[config.mk]
export PLATFORM = sky130hd
export DESIGN_NAME = arp_top
export DESIGN_NICKNAME = d
export VERILOG_FILES = /design/src/arp_pkg.sv /design/src/arp_rx.sv /design/src/arp_table.sv /design/src/arp_table_ram.sv /design/src/arp_top.sv /design/src/arp_tx.sv
export SDC_FILE = /design/constraint.sdc
export NUM_CORES = 2
export LEC_CHECK = 0
export ABC_AREA = 1
export BUFFER_PORTS_ARGS = -buffer_cell sky130_fd_sc_hd__buf_2
export CORE_MARGIN = 3
export CORE_UTILIZATION = 40
export CTS_CLUSTER_DIAMETER = 80
export DETAILED_ROUTE_END_ITERATION = 7
export MAX_ROUTING_LAYER = met4
export PLACE_DENSITY_LB_ADDON = 0.05
export SKIP_LAST_GASP = 1
export SLEW_MARGIN = 20
export SYNTH_ARGS = -nofsm -noshare
export SYNTH_HDL_FRONTEND = slang
export SYNTH_SLANG_ARGS = --single-unit
[constraint.sdc]
create_clock -name clk -period 74.6 [get_ports clk]
set_input_delay 3.73 -clock clk [delete_from_list [all_inputs] [get_ports clk]]
set_output_delay 3.73 -clock clk [all_outputs]
set_load 0.02 [all_outputs]
[src/arp_pkg.sv]
`default_nettype none

package arp_pkg;

  // Addresses go out most significant byte first
  typedef logic [31:0] ipv4_t;
  typedef logic [47:0] mac_addr_t;
  typedef logic [7:0]  byte_t;
  typedef logic [15:0] arp_oper_t;

  localparam arp_oper_t OPER_REQUEST = 16'd1;
  localparam arp_oper_t OPER_REPLY   = 16'd2;

  localparam logic [15:0] ETHERTYPE_ARP = 16'h0806;

  localparam int ARP_HDR_LEN   = 28; // Bytes that carry fields
  localparam int ARP_FRAME_LEN = 46; // Fields plus 18 zero pad bytes

  localparam mac_addr_t BROADCAST_MAC = '1;

endpackage

`default_nettype wire

[src/arp_rx.sv]
`timescale 1ns/10ps
`default_nettype none

module arp_rx (
  input  logic               clk,
  input  logic               fsm_rst,
  input  arp_pkg::ipv4_t     dev_ipv4,
  input  arp_pkg::byte_t     rx_d,
  input  logic               rx_v,
  input  logic [15:0]        rx_ethertype,
  input  logic               rx_err,
  output logic               learn_v,
  output arp_pkg::ipv4_t     learn_ipv4,
  output arp_pkg::mac_addr_t learn_mac,
  output logic               reply_req,
  output arp_pkg::ipv4_t     reply_dst_ipv4,
  output arp_pkg::mac_addr_t reply_dst_mac
);

  localparam int HDR_W = arp_pkg::ARP_HDR_LEN * 8;

  logic [HDR_W-1:0]  hdr;
  logic [5:0]        byte_cnt;
  logic              frame_done;
  logic              drop;      // Rest of an aborted frame
  logic              arp_byte;
  arp_pkg::arp_oper_t oper;
  arp_pkg::ipv4_t    tgt_ipv4;

  assign arp_byte = rx_v && (rx_ethertype == arp_pkg::ETHERTYPE_ARP);

  always_ff @(posedge clk) begin
    if (fsm_rst) begin
      byte_cnt   <= '0;
      frame_done <= 1'b0;
      drop       <= 1'b0;
    end else begin
      frame_done <= 1'b0;
      if (rx_err || (arp_byte && byte_cnt == 6'(arp_pkg::ARP_FRAME_LEN))) begin
        byte_cnt <= '0;
        drop     <= 1'b1;
      end else if (!arp_byte) begin
        byte_cnt <= '0; // Gap ends the frame
        drop     <= 1'b0;
      end else if (!drop) begin
        byte_cnt <= byte_cnt + 6'd1;
        if (byte_cnt == 6'(arp_pkg::ARP_FRAME_LEN - 1)) frame_done <= 1'b1;
      end
    end
  end

  // Only the field bytes are kept, the padding falls away
  always_ff @(posedge clk) begin
    if (arp_byte && !drop && byte_cnt < 6'(arp_pkg::ARP_HDR_LEN)) begin
      hdr <= {hdr[HDR_W-9:0], rx_d};
    end
  end

  // Big-endian layout of the 28 field bytes
  assign oper           = hdr[175:160];
  assign learn_mac      = hdr[159:112]; // Sender MAC
  assign learn_ipv4     = hdr[111:80];  // Sender IP
  assign tgt_ipv4       = hdr[31:0];
  assign reply_dst_mac  = learn_mac;
  assign reply_dst_ipv4 = learn_ipv4;

  // A 47th byte or an error in the cycle after the 46th cancels the frame
  assign learn_v   = frame_done && !arp_byte && !rx_err;
  assign reply_req = learn_v && (oper == arp_pkg::OPER_REQUEST) && (tgt_ipv4 == dev_ipv4);

  a_learn_single : assert property (@(posedge clk) disable iff (fsm_rst)
    learn_v |=> !learn_v);

endmodule

`default_nettype wire

[src/arp_table.sv]
`timescale 1ns/10ps
`default_nettype none

module arp_table #(
  parameter int TABLE_ADDR_W      = 2,
  parameter int ARP_TIMEOUT_TICKS = 1000000
) (
  input  logic               clk,
  input  logic               fsm_rst,
  input  logic               learn_v,
  input  arp_pkg::ipv4_t     learn_ipv4,
  input  arp_pkg::mac_addr_t learn_mac,
  input  arp_pkg::ipv4_t     ipv4_req,
  output arp_pkg::mac_addr_t mac_rsp,
  output logic               arp_val,
  output logic               arp_err,
  input  logic               tx_busy,
  output logic               send_req,
  output arp_pkg::ipv4_t     req_dst_ipv4
);

  localparam int ENTRIES = 2 ** TABLE_ADDR_W;
  localparam int MAC_W   = $bits(arp_pkg::mac_addr_t);
  localparam int TMO_W   = $clog2(ARP_TIMEOUT_TICKS + 1);

  typedef enum logic [1:0] {w_idle_s, w_scan_s, w_update_s, w_add_s} w_state_t;
  typedef enum logic [1:0] {r_idle_s, r_scan_s, r_wait_tx_s, r_wait_reply_s} r_state_t;

  w_state_t                w_state;
  r_state_t                r_state;
  logic [TABLE_ADDR_W-1:0] a_addr;
  logic [TABLE_ADDR_W-1:0] b_addr;
  logic [TABLE_ADDR_W-1:0] w_cmp_idx;
  logic [TABLE_ADDR_W-1:0] r_cmp_idx;
  logic [TABLE_ADDR_W-1:0] w_ptr;    // Round-robin victim
  logic [ENTRIES-1:0]      entry_v;
  logic                    w_cmp_v;
  logic                    r_cmp_v;
  logic                    a_wr;
  logic [79:0]             a_q;
  logic [79:0]             b_q;
  arp_pkg::ipv4_t          w_ipv4;
  arp_pkg::mac_addr_t      w_mac;
  arp_pkg::ipv4_t          req_ipv4;
  logic [TMO_W-1:0]        tmo_cnt;
  logic                    w_hit;
  logic                    r_hit;

  arp_table_ram #(
    .TABLE_ADDR_W (TABLE_ADDR_W)
  ) ram_inst (
    .clk    (clk),
    .a_addr (a_addr),
    .a_wr   (a_wr),
    .a_d    ({w_ipv4, w_mac}),
    .a_q    (a_q),
    .b_addr (b_addr),
    .b_q    (b_q)
  );

  // Compare against the entry read on the previous cycle
  assign w_hit = w_cmp_v && entry_v[w_cmp_idx] && (a_q[79:MAC_W] == w_ipv4);
  assign r_hit = r_cmp_v && entry_v[r_cmp_idx] && (b_q[79:MAC_W] == req_ipv4);
  assign a_wr  = (w_state == w_update_s) || (w_state == w_add_s);

  always_ff @(posedge clk) begin
    if (fsm_rst) begin
      w_state <= w_idle_s;
      w_ptr   <= '0;
      entry_v <= '0;
      w_cmp_v <= 1'b0;
      a_addr  <= '0;
    end else begin
      case (w_state)
        w_idle_s: begin
          w_cmp_v <= 1'b0;
          a_addr  <= '0;
          if (learn_v) w_state <= w_scan_s;
        end
        w_scan_s: begin
          a_addr    <= a_addr + 1'b1;
          w_cmp_idx <= a_addr;
          w_cmp_v   <= 1'b1;
          if (w_hit) begin
            a_addr  <= w_cmp_idx; // Overwrite in place
            w_state <= w_update_s;
          end else if (w_cmp_v && w_cmp_idx == '1) begin
            a_addr  <= w_ptr;
            w_state <= w_add_s;
          end
        end
        w_update_s: begin
          w_state <= w_idle_s;
        end
        w_add_s: begin
          entry_v[a_addr] <= 1'b1;
          w_ptr           <= w_ptr + 1'b1;
          w_state         <= w_idle_s;
        end
        default: w_state <= w_idle_s;
      endcase
    end
  end

  always_ff @(posedge clk) begin
    if (w_state == w_idle_s && learn_v) begin
      w_ipv4 <= learn_ipv4;
      w_mac  <= learn_mac;
    end
  end

  always_ff @(posedge clk) begin
    if (fsm_rst) begin
      r_state  <= r_idle_s;
      b_addr   <= '0;
      r_cmp_v  <= 1'b0;
      req_ipv4 <= '0;
      tmo_cnt  <= '0;
      arp_val  <= 1'b0;
      arp_err  <= 1'b0;
    end else begin
      arp_err <= 1'b0;
      case (r_state)
        r_idle_s: begin
          r_cmp_v  <= 1'b0;
          b_addr   <= '0;
          req_ipv4 <= ipv4_req;
          if (ipv4_req != req_ipv4 && ipv4_req != '0) begin
            arp_val <= 1'b0;
            r_state <= r_scan_s;
          end
        end
        r_scan_s: begin
          b_addr    <= b_addr + 1'b1;
          r_cmp_idx <= b_addr;
          r_cmp_v   <= 1'b1;
          if (r_hit) begin
            mac_rsp <= b_q[MAC_W-1:0];
            arp_val <= 1'b1;
            r_state <= r_idle_s;
          end else if (r_cmp_v && r_cmp_idx == '1) begin
            r_state <= r_wait_tx_s; // Miss, go ask
          end
        end
        r_wait_tx_s: begin
          tmo_cnt <= '0;
          if (!tx_busy) r_state <= r_wait_reply_s;
        end
        r_wait_reply_s: begin
          tmo_cnt <= tmo_cnt + 1'b1;
          if (learn_v && learn_ipv4 == req_ipv4) begin
            mac_rsp <= learn_mac;
            arp_val <= 1'b1;
            r_state <= r_idle_s;
          end else if (tmo_cnt == TMO_W'(ARP_TIMEOUT_TICKS - 1)) begin
            arp_err <= 1'b1;
            r_state <= r_idle_s;
          end
        end
        default: r_state <= r_idle_s;
      endcase
    end
  end

  assign send_req     = (r_state == r_wait_tx_s) && !tx_busy;
  assign req_dst_ipv4 = req_ipv4;

  a_val_err_excl : assert property (@(posedge clk) disable iff (fsm_rst)
    !(arp_val && arp_err));

endmodule

`default_nettype wire

[src/arp_table_ram.sv]
`timescale 1ns/10ps
`default_nettype none

module arp_table_ram #(
  parameter int TABLE_ADDR_W = 2
) (
  input  logic                    clk,
  input  logic [TABLE_ADDR_W-1:0] a_addr,
  input  logic                    a_wr,
  input  logic [79:0]             a_d,
  output logic [79:0]             a_q,
  input  logic [TABLE_ADDR_W-1:0] b_addr,
  output logic [79:0]             b_q
);

  localparam int ENTRY_W = $bits(arp_pkg::ipv4_t) + $bits(arp_pkg::mac_addr_t);

  logic [ENTRY_W-1:0] mem [2**TABLE_ADDR_W];

  always_ff @(posedge clk) begin
    if (a_wr) mem[a_addr] <= a_d;
    a_q <= mem[a_addr]; // Old data on a write
    b_q <= mem[b_addr];
  end

endmodule

`default_nettype wire

[src/arp_top.sv]
`timescale 1ns/10ps
`default_nettype none

module arp_top #(
  parameter int TABLE_ADDR_W      = 2,
  parameter int ARP_TIMEOUT_TICKS = 1000000
) (
  input  logic               clk,
  input  logic               fsm_rst,
  input  arp_pkg::mac_addr_t dev_mac,
  input  arp_pkg::ipv4_t     dev_ipv4,
  input  arp_pkg::byte_t     rx_d,
  input  logic               rx_v,
  input  logic [15:0]        rx_ethertype,
  input  logic               rx_err,
  input  arp_pkg::ipv4_t     ipv4_req,
  output arp_pkg::mac_addr_t mac_rsp,
  output logic               arp_val,
  output logic               arp_err,
  output arp_pkg::byte_t     tx_d,
  output logic               tx_v,
  output arp_pkg::mac_addr_t tx_dst_mac,
  output logic               tx_busy
);

  logic               learn_v;
  arp_pkg::ipv4_t     learn_ipv4;
  arp_pkg::mac_addr_t learn_mac;
  logic               reply_req;
  arp_pkg::ipv4_t     reply_dst_ipv4;
  arp_pkg::mac_addr_t reply_dst_mac;
  logic               send_req;
  arp_pkg::ipv4_t     req_dst_ipv4;
  logic               tx_done;
  logic               send_tx;
  arp_pkg::arp_oper_t tx_oper;
  arp_pkg::mac_addr_t tx_mac;
  arp_pkg::ipv4_t     tx_ipv4;
  logic               pend;
  arp_pkg::ipv4_t     pend_ipv4;
  arp_pkg::mac_addr_t pend_mac;
  logic               tx_free;
  logic               go_pend;
  logic               go_req;
  logic               go_rep;
  logic               hold_rep;

  arp_rx rx_inst (
    .clk            (clk),
    .fsm_rst        (fsm_rst),
    .dev_ipv4       (dev_ipv4),
    .rx_d           (rx_d),
    .rx_v           (rx_v),
    .rx_ethertype   (rx_ethertype),
    .rx_err         (rx_err),
    .learn_v        (learn_v),
    .learn_ipv4     (learn_ipv4),
    .learn_mac      (learn_mac),
    .reply_req      (reply_req),
    .reply_dst_ipv4 (reply_dst_ipv4),
    .reply_dst_mac  (reply_dst_mac)
  );

  arp_tx tx_inst (
    .clk        (clk),
    .fsm_rst    (fsm_rst),
    .dev_mac    (dev_mac),
    .dev_ipv4   (dev_ipv4),
    .send       (send_tx),
    .oper       (tx_oper),
    .dst_mac    (tx_mac),
    .dst_ipv4   (tx_ipv4),
    .tx_d       (tx_d),
    .tx_v       (tx_v),
    .tx_dst_mac (tx_dst_mac),
    .busy       (tx_busy),
    .done       (tx_done)
  );

  // Table sees tx as busy while a send is queued or a reply waits
  arp_table #(
    .TABLE_ADDR_W      (TABLE_ADDR_W),
    .ARP_TIMEOUT_TICKS (ARP_TIMEOUT_TICKS)
  ) table_inst (
    .clk          (clk),
    .fsm_rst      (fsm_rst),
    .learn_v      (learn_v),
    .learn_ipv4   (learn_ipv4),
    .learn_mac    (learn_mac),
    .ipv4_req     (ipv4_req),
    .mac_rsp      (mac_rsp),
    .arp_val      (arp_val),
    .arp_err      (arp_err),
    .tx_busy      (!tx_free || pend),
    .send_req     (send_req),
    .req_dst_ipv4 (req_dst_ipv4)
  );

  assign tx_free  = (!tx_busy || tx_done) && !send_tx; // Last byte frees tx
  assign go_pend  = pend && tx_free;
  assign go_req   = !go_pend && send_req;
  assign go_rep   = !go_pend && !send_req && reply_req && !pend && tx_free;
  assign hold_rep = reply_req && !pend && !go_rep; // Second reply while pending is lost

  always_ff @(posedge clk) begin
    if (fsm_rst) begin
      send_tx <= 1'b0;
      pend    <= 1'b0;
    end else begin
      send_tx <= go_pend || go_req || go_rep;
      pend    <= (pend && !go_pend) || hold_rep;
    end
  end

  always_ff @(posedge clk) begin
    if (hold_rep) begin
      pend_ipv4 <= reply_dst_ipv4;
      pend_mac  <= reply_dst_mac;
    end
    if (go_pend) begin
      tx_oper <= arp_pkg::OPER_REPLY;
      tx_mac  <= pend_mac;
      tx_ipv4 <= pend_ipv4;
    end else if (go_req) begin
      tx_oper <= arp_pkg::OPER_REQUEST;
      tx_mac  <= arp_pkg::BROADCAST_MAC;
      tx_ipv4 <= req_dst_ipv4;
    end else if (go_rep) begin
      tx_oper <= arp_pkg::OPER_REPLY;
      tx_mac  <= reply_dst_mac;
      tx_ipv4 <= reply_dst_ipv4;
    end
  end

endmodule

`default_nettype wire

[src/arp_tx.sv]
`timescale 1ns/10ps
`default_nettype none

module arp_tx (
  input  logic               clk,
  input  logic               fsm_rst,
  input  arp_pkg::mac_addr_t dev_mac,
  input  arp_pkg::ipv4_t     dev_ipv4,
  input  logic               send,
  input  arp_pkg::arp_oper_t oper,
  input  arp_pkg::mac_addr_t dst_mac,
  input  arp_pkg::ipv4_t     dst_ipv4,
  output arp_pkg::byte_t     tx_d,
  output logic               tx_v,
  output arp_pkg::mac_addr_t tx_dst_mac,
  output logic               busy,
  output logic               done
);

  localparam int          HDR_W      = arp_pkg::ARP_HDR_LEN * 8;
  localparam logic [15:0] HTYPE_ETH  = 16'd1;
  localparam logic [15:0] PTYPE_IPV4 = 16'h0800;

  typedef enum logic {tx_idle_s, tx_send_s} tx_state_t;

  tx_state_t        state;
  logic [5:0]       byte_cnt;
  logic [HDR_W-1:0] shreg;

  always_ff @(posedge clk) begin
    if (fsm_rst) begin
      state    <= tx_idle_s;
      byte_cnt <= '0;
    end else begin
      case (state)
        tx_idle_s: begin
          byte_cnt <= '0;
          if (send) state <= tx_send_s;
        end
        tx_send_s: begin
          byte_cnt <= byte_cnt + 6'd1;
          if (done) state <= tx_idle_s;
        end
        default: state <= tx_idle_s;
      endcase
    end
  end

  always_ff @(posedge clk) begin
    if (state == tx_idle_s && send) begin
      // hlen 6, plen 4
      shreg <= {HTYPE_ETH, PTYPE_IPV4, 8'd6, 8'd4, oper,
                dev_mac, dev_ipv4, dst_mac, dst_ipv4};
      tx_dst_mac <= dst_mac;
    end else if (state == tx_send_s) begin
      shreg <= {shreg[HDR_W-9:0], 8'h00}; // Zeros shift in for the padding
    end
  end

  assign tx_d = shreg[HDR_W-1 -: 8];
  assign busy = (state == tx_send_s);
  assign tx_v = busy;
  assign done = busy && (byte_cnt == 6'(arp_pkg::ARP_FRAME_LEN - 1));

  a_no_send_busy : assert property (@(posedge clk) disable iff (fsm_rst)
    send |-> !busy);

endmodule

`default_nettype wire

==> results.json <==
{
  "status": "finished clean",
  "grt_pass1_vias": 28000,
  "reg2reg_depth": 10,
  "async_reset_ff_frac": 0,
  "setup_tns_ns": 0,
  "critPathKind": "input port to register",
  "cts.sinks": 1261,
  "ant_nets": 0,
  "finalSetupViolations": 0,
  "dp_hpwl_mm": 78.3,
  "postCtsHoldBufs": 0,
  "grt_antenna_before_repair": 9,
  "slew_headroom": 0.304,
  "synth-seq-area-share": 0.747,
  "detail_route.wl_per_cell_um": 21.9,
  "drive_above_1_share": 0.136,
  "finalNonFillerCells": 5756,
  "die_h_um": 350,
  "synth_warnings": 0,
  "netlist_instances": 3866,
  "r2r-end": "tx_mac[11]",
  "skew_ns": 0.0248,
  "dieArea_mm2": 0.122,
  "root_buffer": "clkbuf_16",
  "coreArea_mm2": 0.117,
  "grt_use_total": 0.210,
  "htreeDepth": 4,
  "ir_drop_mv": 0.0246,
  "vias": 29000,
  "first_pass_iters": 5,
  "via_per_inst": 5.03,
  "yosys_most_used_dff": "edfxtp_1",
  "critPathLaunchType": "input port",
  "path_clk_slew_ns": 0.06,
  "synth_seq_cells": 1261,
  "min_period_ns": 6.61,
  "overflow": 0,
  "postCtsSetupRepairBufs": 0,
  "rows": 125,
  "placedCellCount": 5504,
  "syn-num-nets": 4016,
  "max_freq_mhz": 151,
  "nets": 4268,
  "grt_setup_unrepaired": "false",
  "grt_pass1_wl_mm": 184,
  "finalHoldViolCount": 0,
  "hold_class": "register to register",
  "start_util": 0.405,
  "setup.worst_path.end_class": "register",
  "dieWidth_um": 350,
  "power_density_mw_per_mm2": 29.6,
  "synth_edf_count": 1012,
  "clk_latency_ns": 0.73,
  "routed_wl_mm": 126,
  "fin_crit_sh": 0.0886,
  "drc_errors": 0,
  "cts_made_buffers": 136,
  "yosysUniqueCellTypes": 49,
  "power.leakage_nw": 20.3,
  "globalplace.congestion": 0.840,
  "mappedNetlistArea_mm2": 0.0473,
  "boundaryPins": 248,
  "cts_tree": "built",
  "worstHoldStart": "rx_inst.hdr[58]",
  "syn-mean-instance-area_um2": 12.2,
  "whs_endpoint": "rx_inst.hdr[66]",
  "min_path_cells": 0,
  "area_growth_pct": 15.7,
  "max-clock-path-buffers": 3,
  "crit_fanout": 72,
  "worstMarginPinSlew_ns": 1.04,
  "grt_max_degree": 89,
  "rr_startpoint": "tx_inst.busy",
  "drt_iter0_drc": 2776,
  "finalMaxSlewViolations": 0,
  "r2r_slack_ns": 70.12,
  "cap_violations": 0,
  "cp.arrival_ns": 6.96,
  "portBuffers": 247,
  "required_ns": 74.95,
  "cts-resized-gates": 0
}
-- area by class of cell --
class	instances	area, um2
inverter	300	1150
antenna	2	5.00
sequential	1261	35400
multi-input combinational	2135	10100
clock buffer	180	3850
clock inverter	70	786
timing repair buffer	284	1510
tap	1524	1910
fill	10500	62100
-- Yosys cell counts (32+ instances only) --
cell | count | area [um2]
nand2_1 | 816 | 3060
o21ai_0 | 346 | 1730
nor2_1 | 429 | 1610
clkbuf_1 | 136 | 510
edfxtp_1 | 1012 | 30400
a21oi_1 | 68 | 340
xnor2_1 | 80 | 701
inv_1 | 279 | 1050
o21ai_1 | 32 | 160
a21oi_2 | 39 | 342
dfxtp_1 | 249 | 4980
o22ai_1 | 152 | 951
-- critical path: stages --
cell and delay (ns):
buf_2 0.09, nor2_1 0.08, and2_0 0.13, nand3_1 0.06, nor2_1 0.17, inv_1 0.10, a2111oi_2 0.21, buf_4 0.67
buf_4 0.81, buf_4 0.79
-- state kept, by name, indices dropped and copies added, names as in the netlist, 20 cells and up, named ones only --
signal and count:
table_inst.req_dst_ipv4 32, table_inst.tmo_cnt 20, tx_inst.tx_dst_mac 48, table_inst.ram_inst.a_q 32
table_inst.ram_inst.b_q 80, tx_inst.shreg 224, table_inst.ram_inst.mem 320, tx_ipv4 32
table_inst.w_mac 48, table_inst.w_ipv4 32, pend_ipv4 32, pend_mac 48
rx_inst.hdr 176, table_inst.mac_rsp 48, tx_mac 48
-- kinds of logic (layout without fill, tap and decap cells) --
kind of cell / after synthesis / in the layout / share of synthesized area
xor gates and xnor gates: 88 / 88 / 0.0163
other: 0 / 2 / 0
adders and majority gates: 10 / 10 / 0.00264
and+or+nand+nor: 1350 / 1350 / 0.112
buffers and inverters: 470 / 834 / 0.0391
DFF: 1261 / 1261 / 0.747
AOI/OAI and AO/OA: 687 / 687 / 0.0826
-- per-stage QoR --
step	hold WS [ns]	setup slack [ns]	utilization	cell area, um2	total power, mW
4_1_cts	0.417	67.94	0.469	54700	1.65
3_5_place_dp	0.405	67.11	0.429	50100	0.947
3_3_place_gp	0.402	67.15	0.429	50100	0.946
2_1_floorplan	0.400	41.67	-	47300	0.902
5_1_grt	0.422	67.64	0.469	54700	1.69
6_report	0.412	67.99	0.469	54700	1.62
-- worst max-delay path by stage --
stage | start | to | slack [ns] | cells past startpoint
after detailed placement | rx_ethertype[10] | rx_inst.hdr[127] | 67.11 | 11
after floorplan | rx_ethertype[15] | rx_inst.hdr[0] | 41.67 | 5
after global placement | rx_ethertype[10] | rx_inst.hdr[132] | 67.15 | 11
after CTS | rx_ethertype[10] | rx_inst.hdr[131] | 67.94 | 11
after global routing | rx_ethertype[15] | rx_inst.hdr[144] | 67.64 | 9
final | rx_ethertype[7] | rx_inst.hdr[131] | 67.99 | 10
-- where the power goes --
part | leakage (nW) | internal [mW] | switching (mW) | total [mW]
clock | 2.28 | 0.419 | 0.274 | 0.693
combinational | 6.77 | 0.0358 | 0.0794 | 0.115
sequential | 11.2 | 0.794 | 0.0201 | 0.814
-- cell usage in the layout, fill, tap and decap left out, types with 32 or more instances in the layout --
master | synthesis | routed
edfxtp_1 | 1012 | 1012
nand2_1 | 816 | 814
nor2_1 | 429 | 425
o21ai_0 | 346 | 346
inv_1 | 279 | 270
buf_2 | 4 | 247
dfxtp_1 | 249 | 246
o22ai_1 | 152 | 152
clkbuf_16 | 0 | 143
xnor2_1 | 80 | 80
a21oi_1 | 68 | 68
a21oi_2 | 39 | 39
buf_4 | 9 | 37
o21ai_1 | 32 | 32
-- metal layers --
metal	vias up	track usage	part of all wire
met5	-	-	0
met4	0	0.0549	0.020
met3	165	0.0324	0.049
met2	715	0.336	0.49
met1	14200	0.282	0.45
li1	13900	-	-
Note: power is estimated with default switching activity, not from simulation.
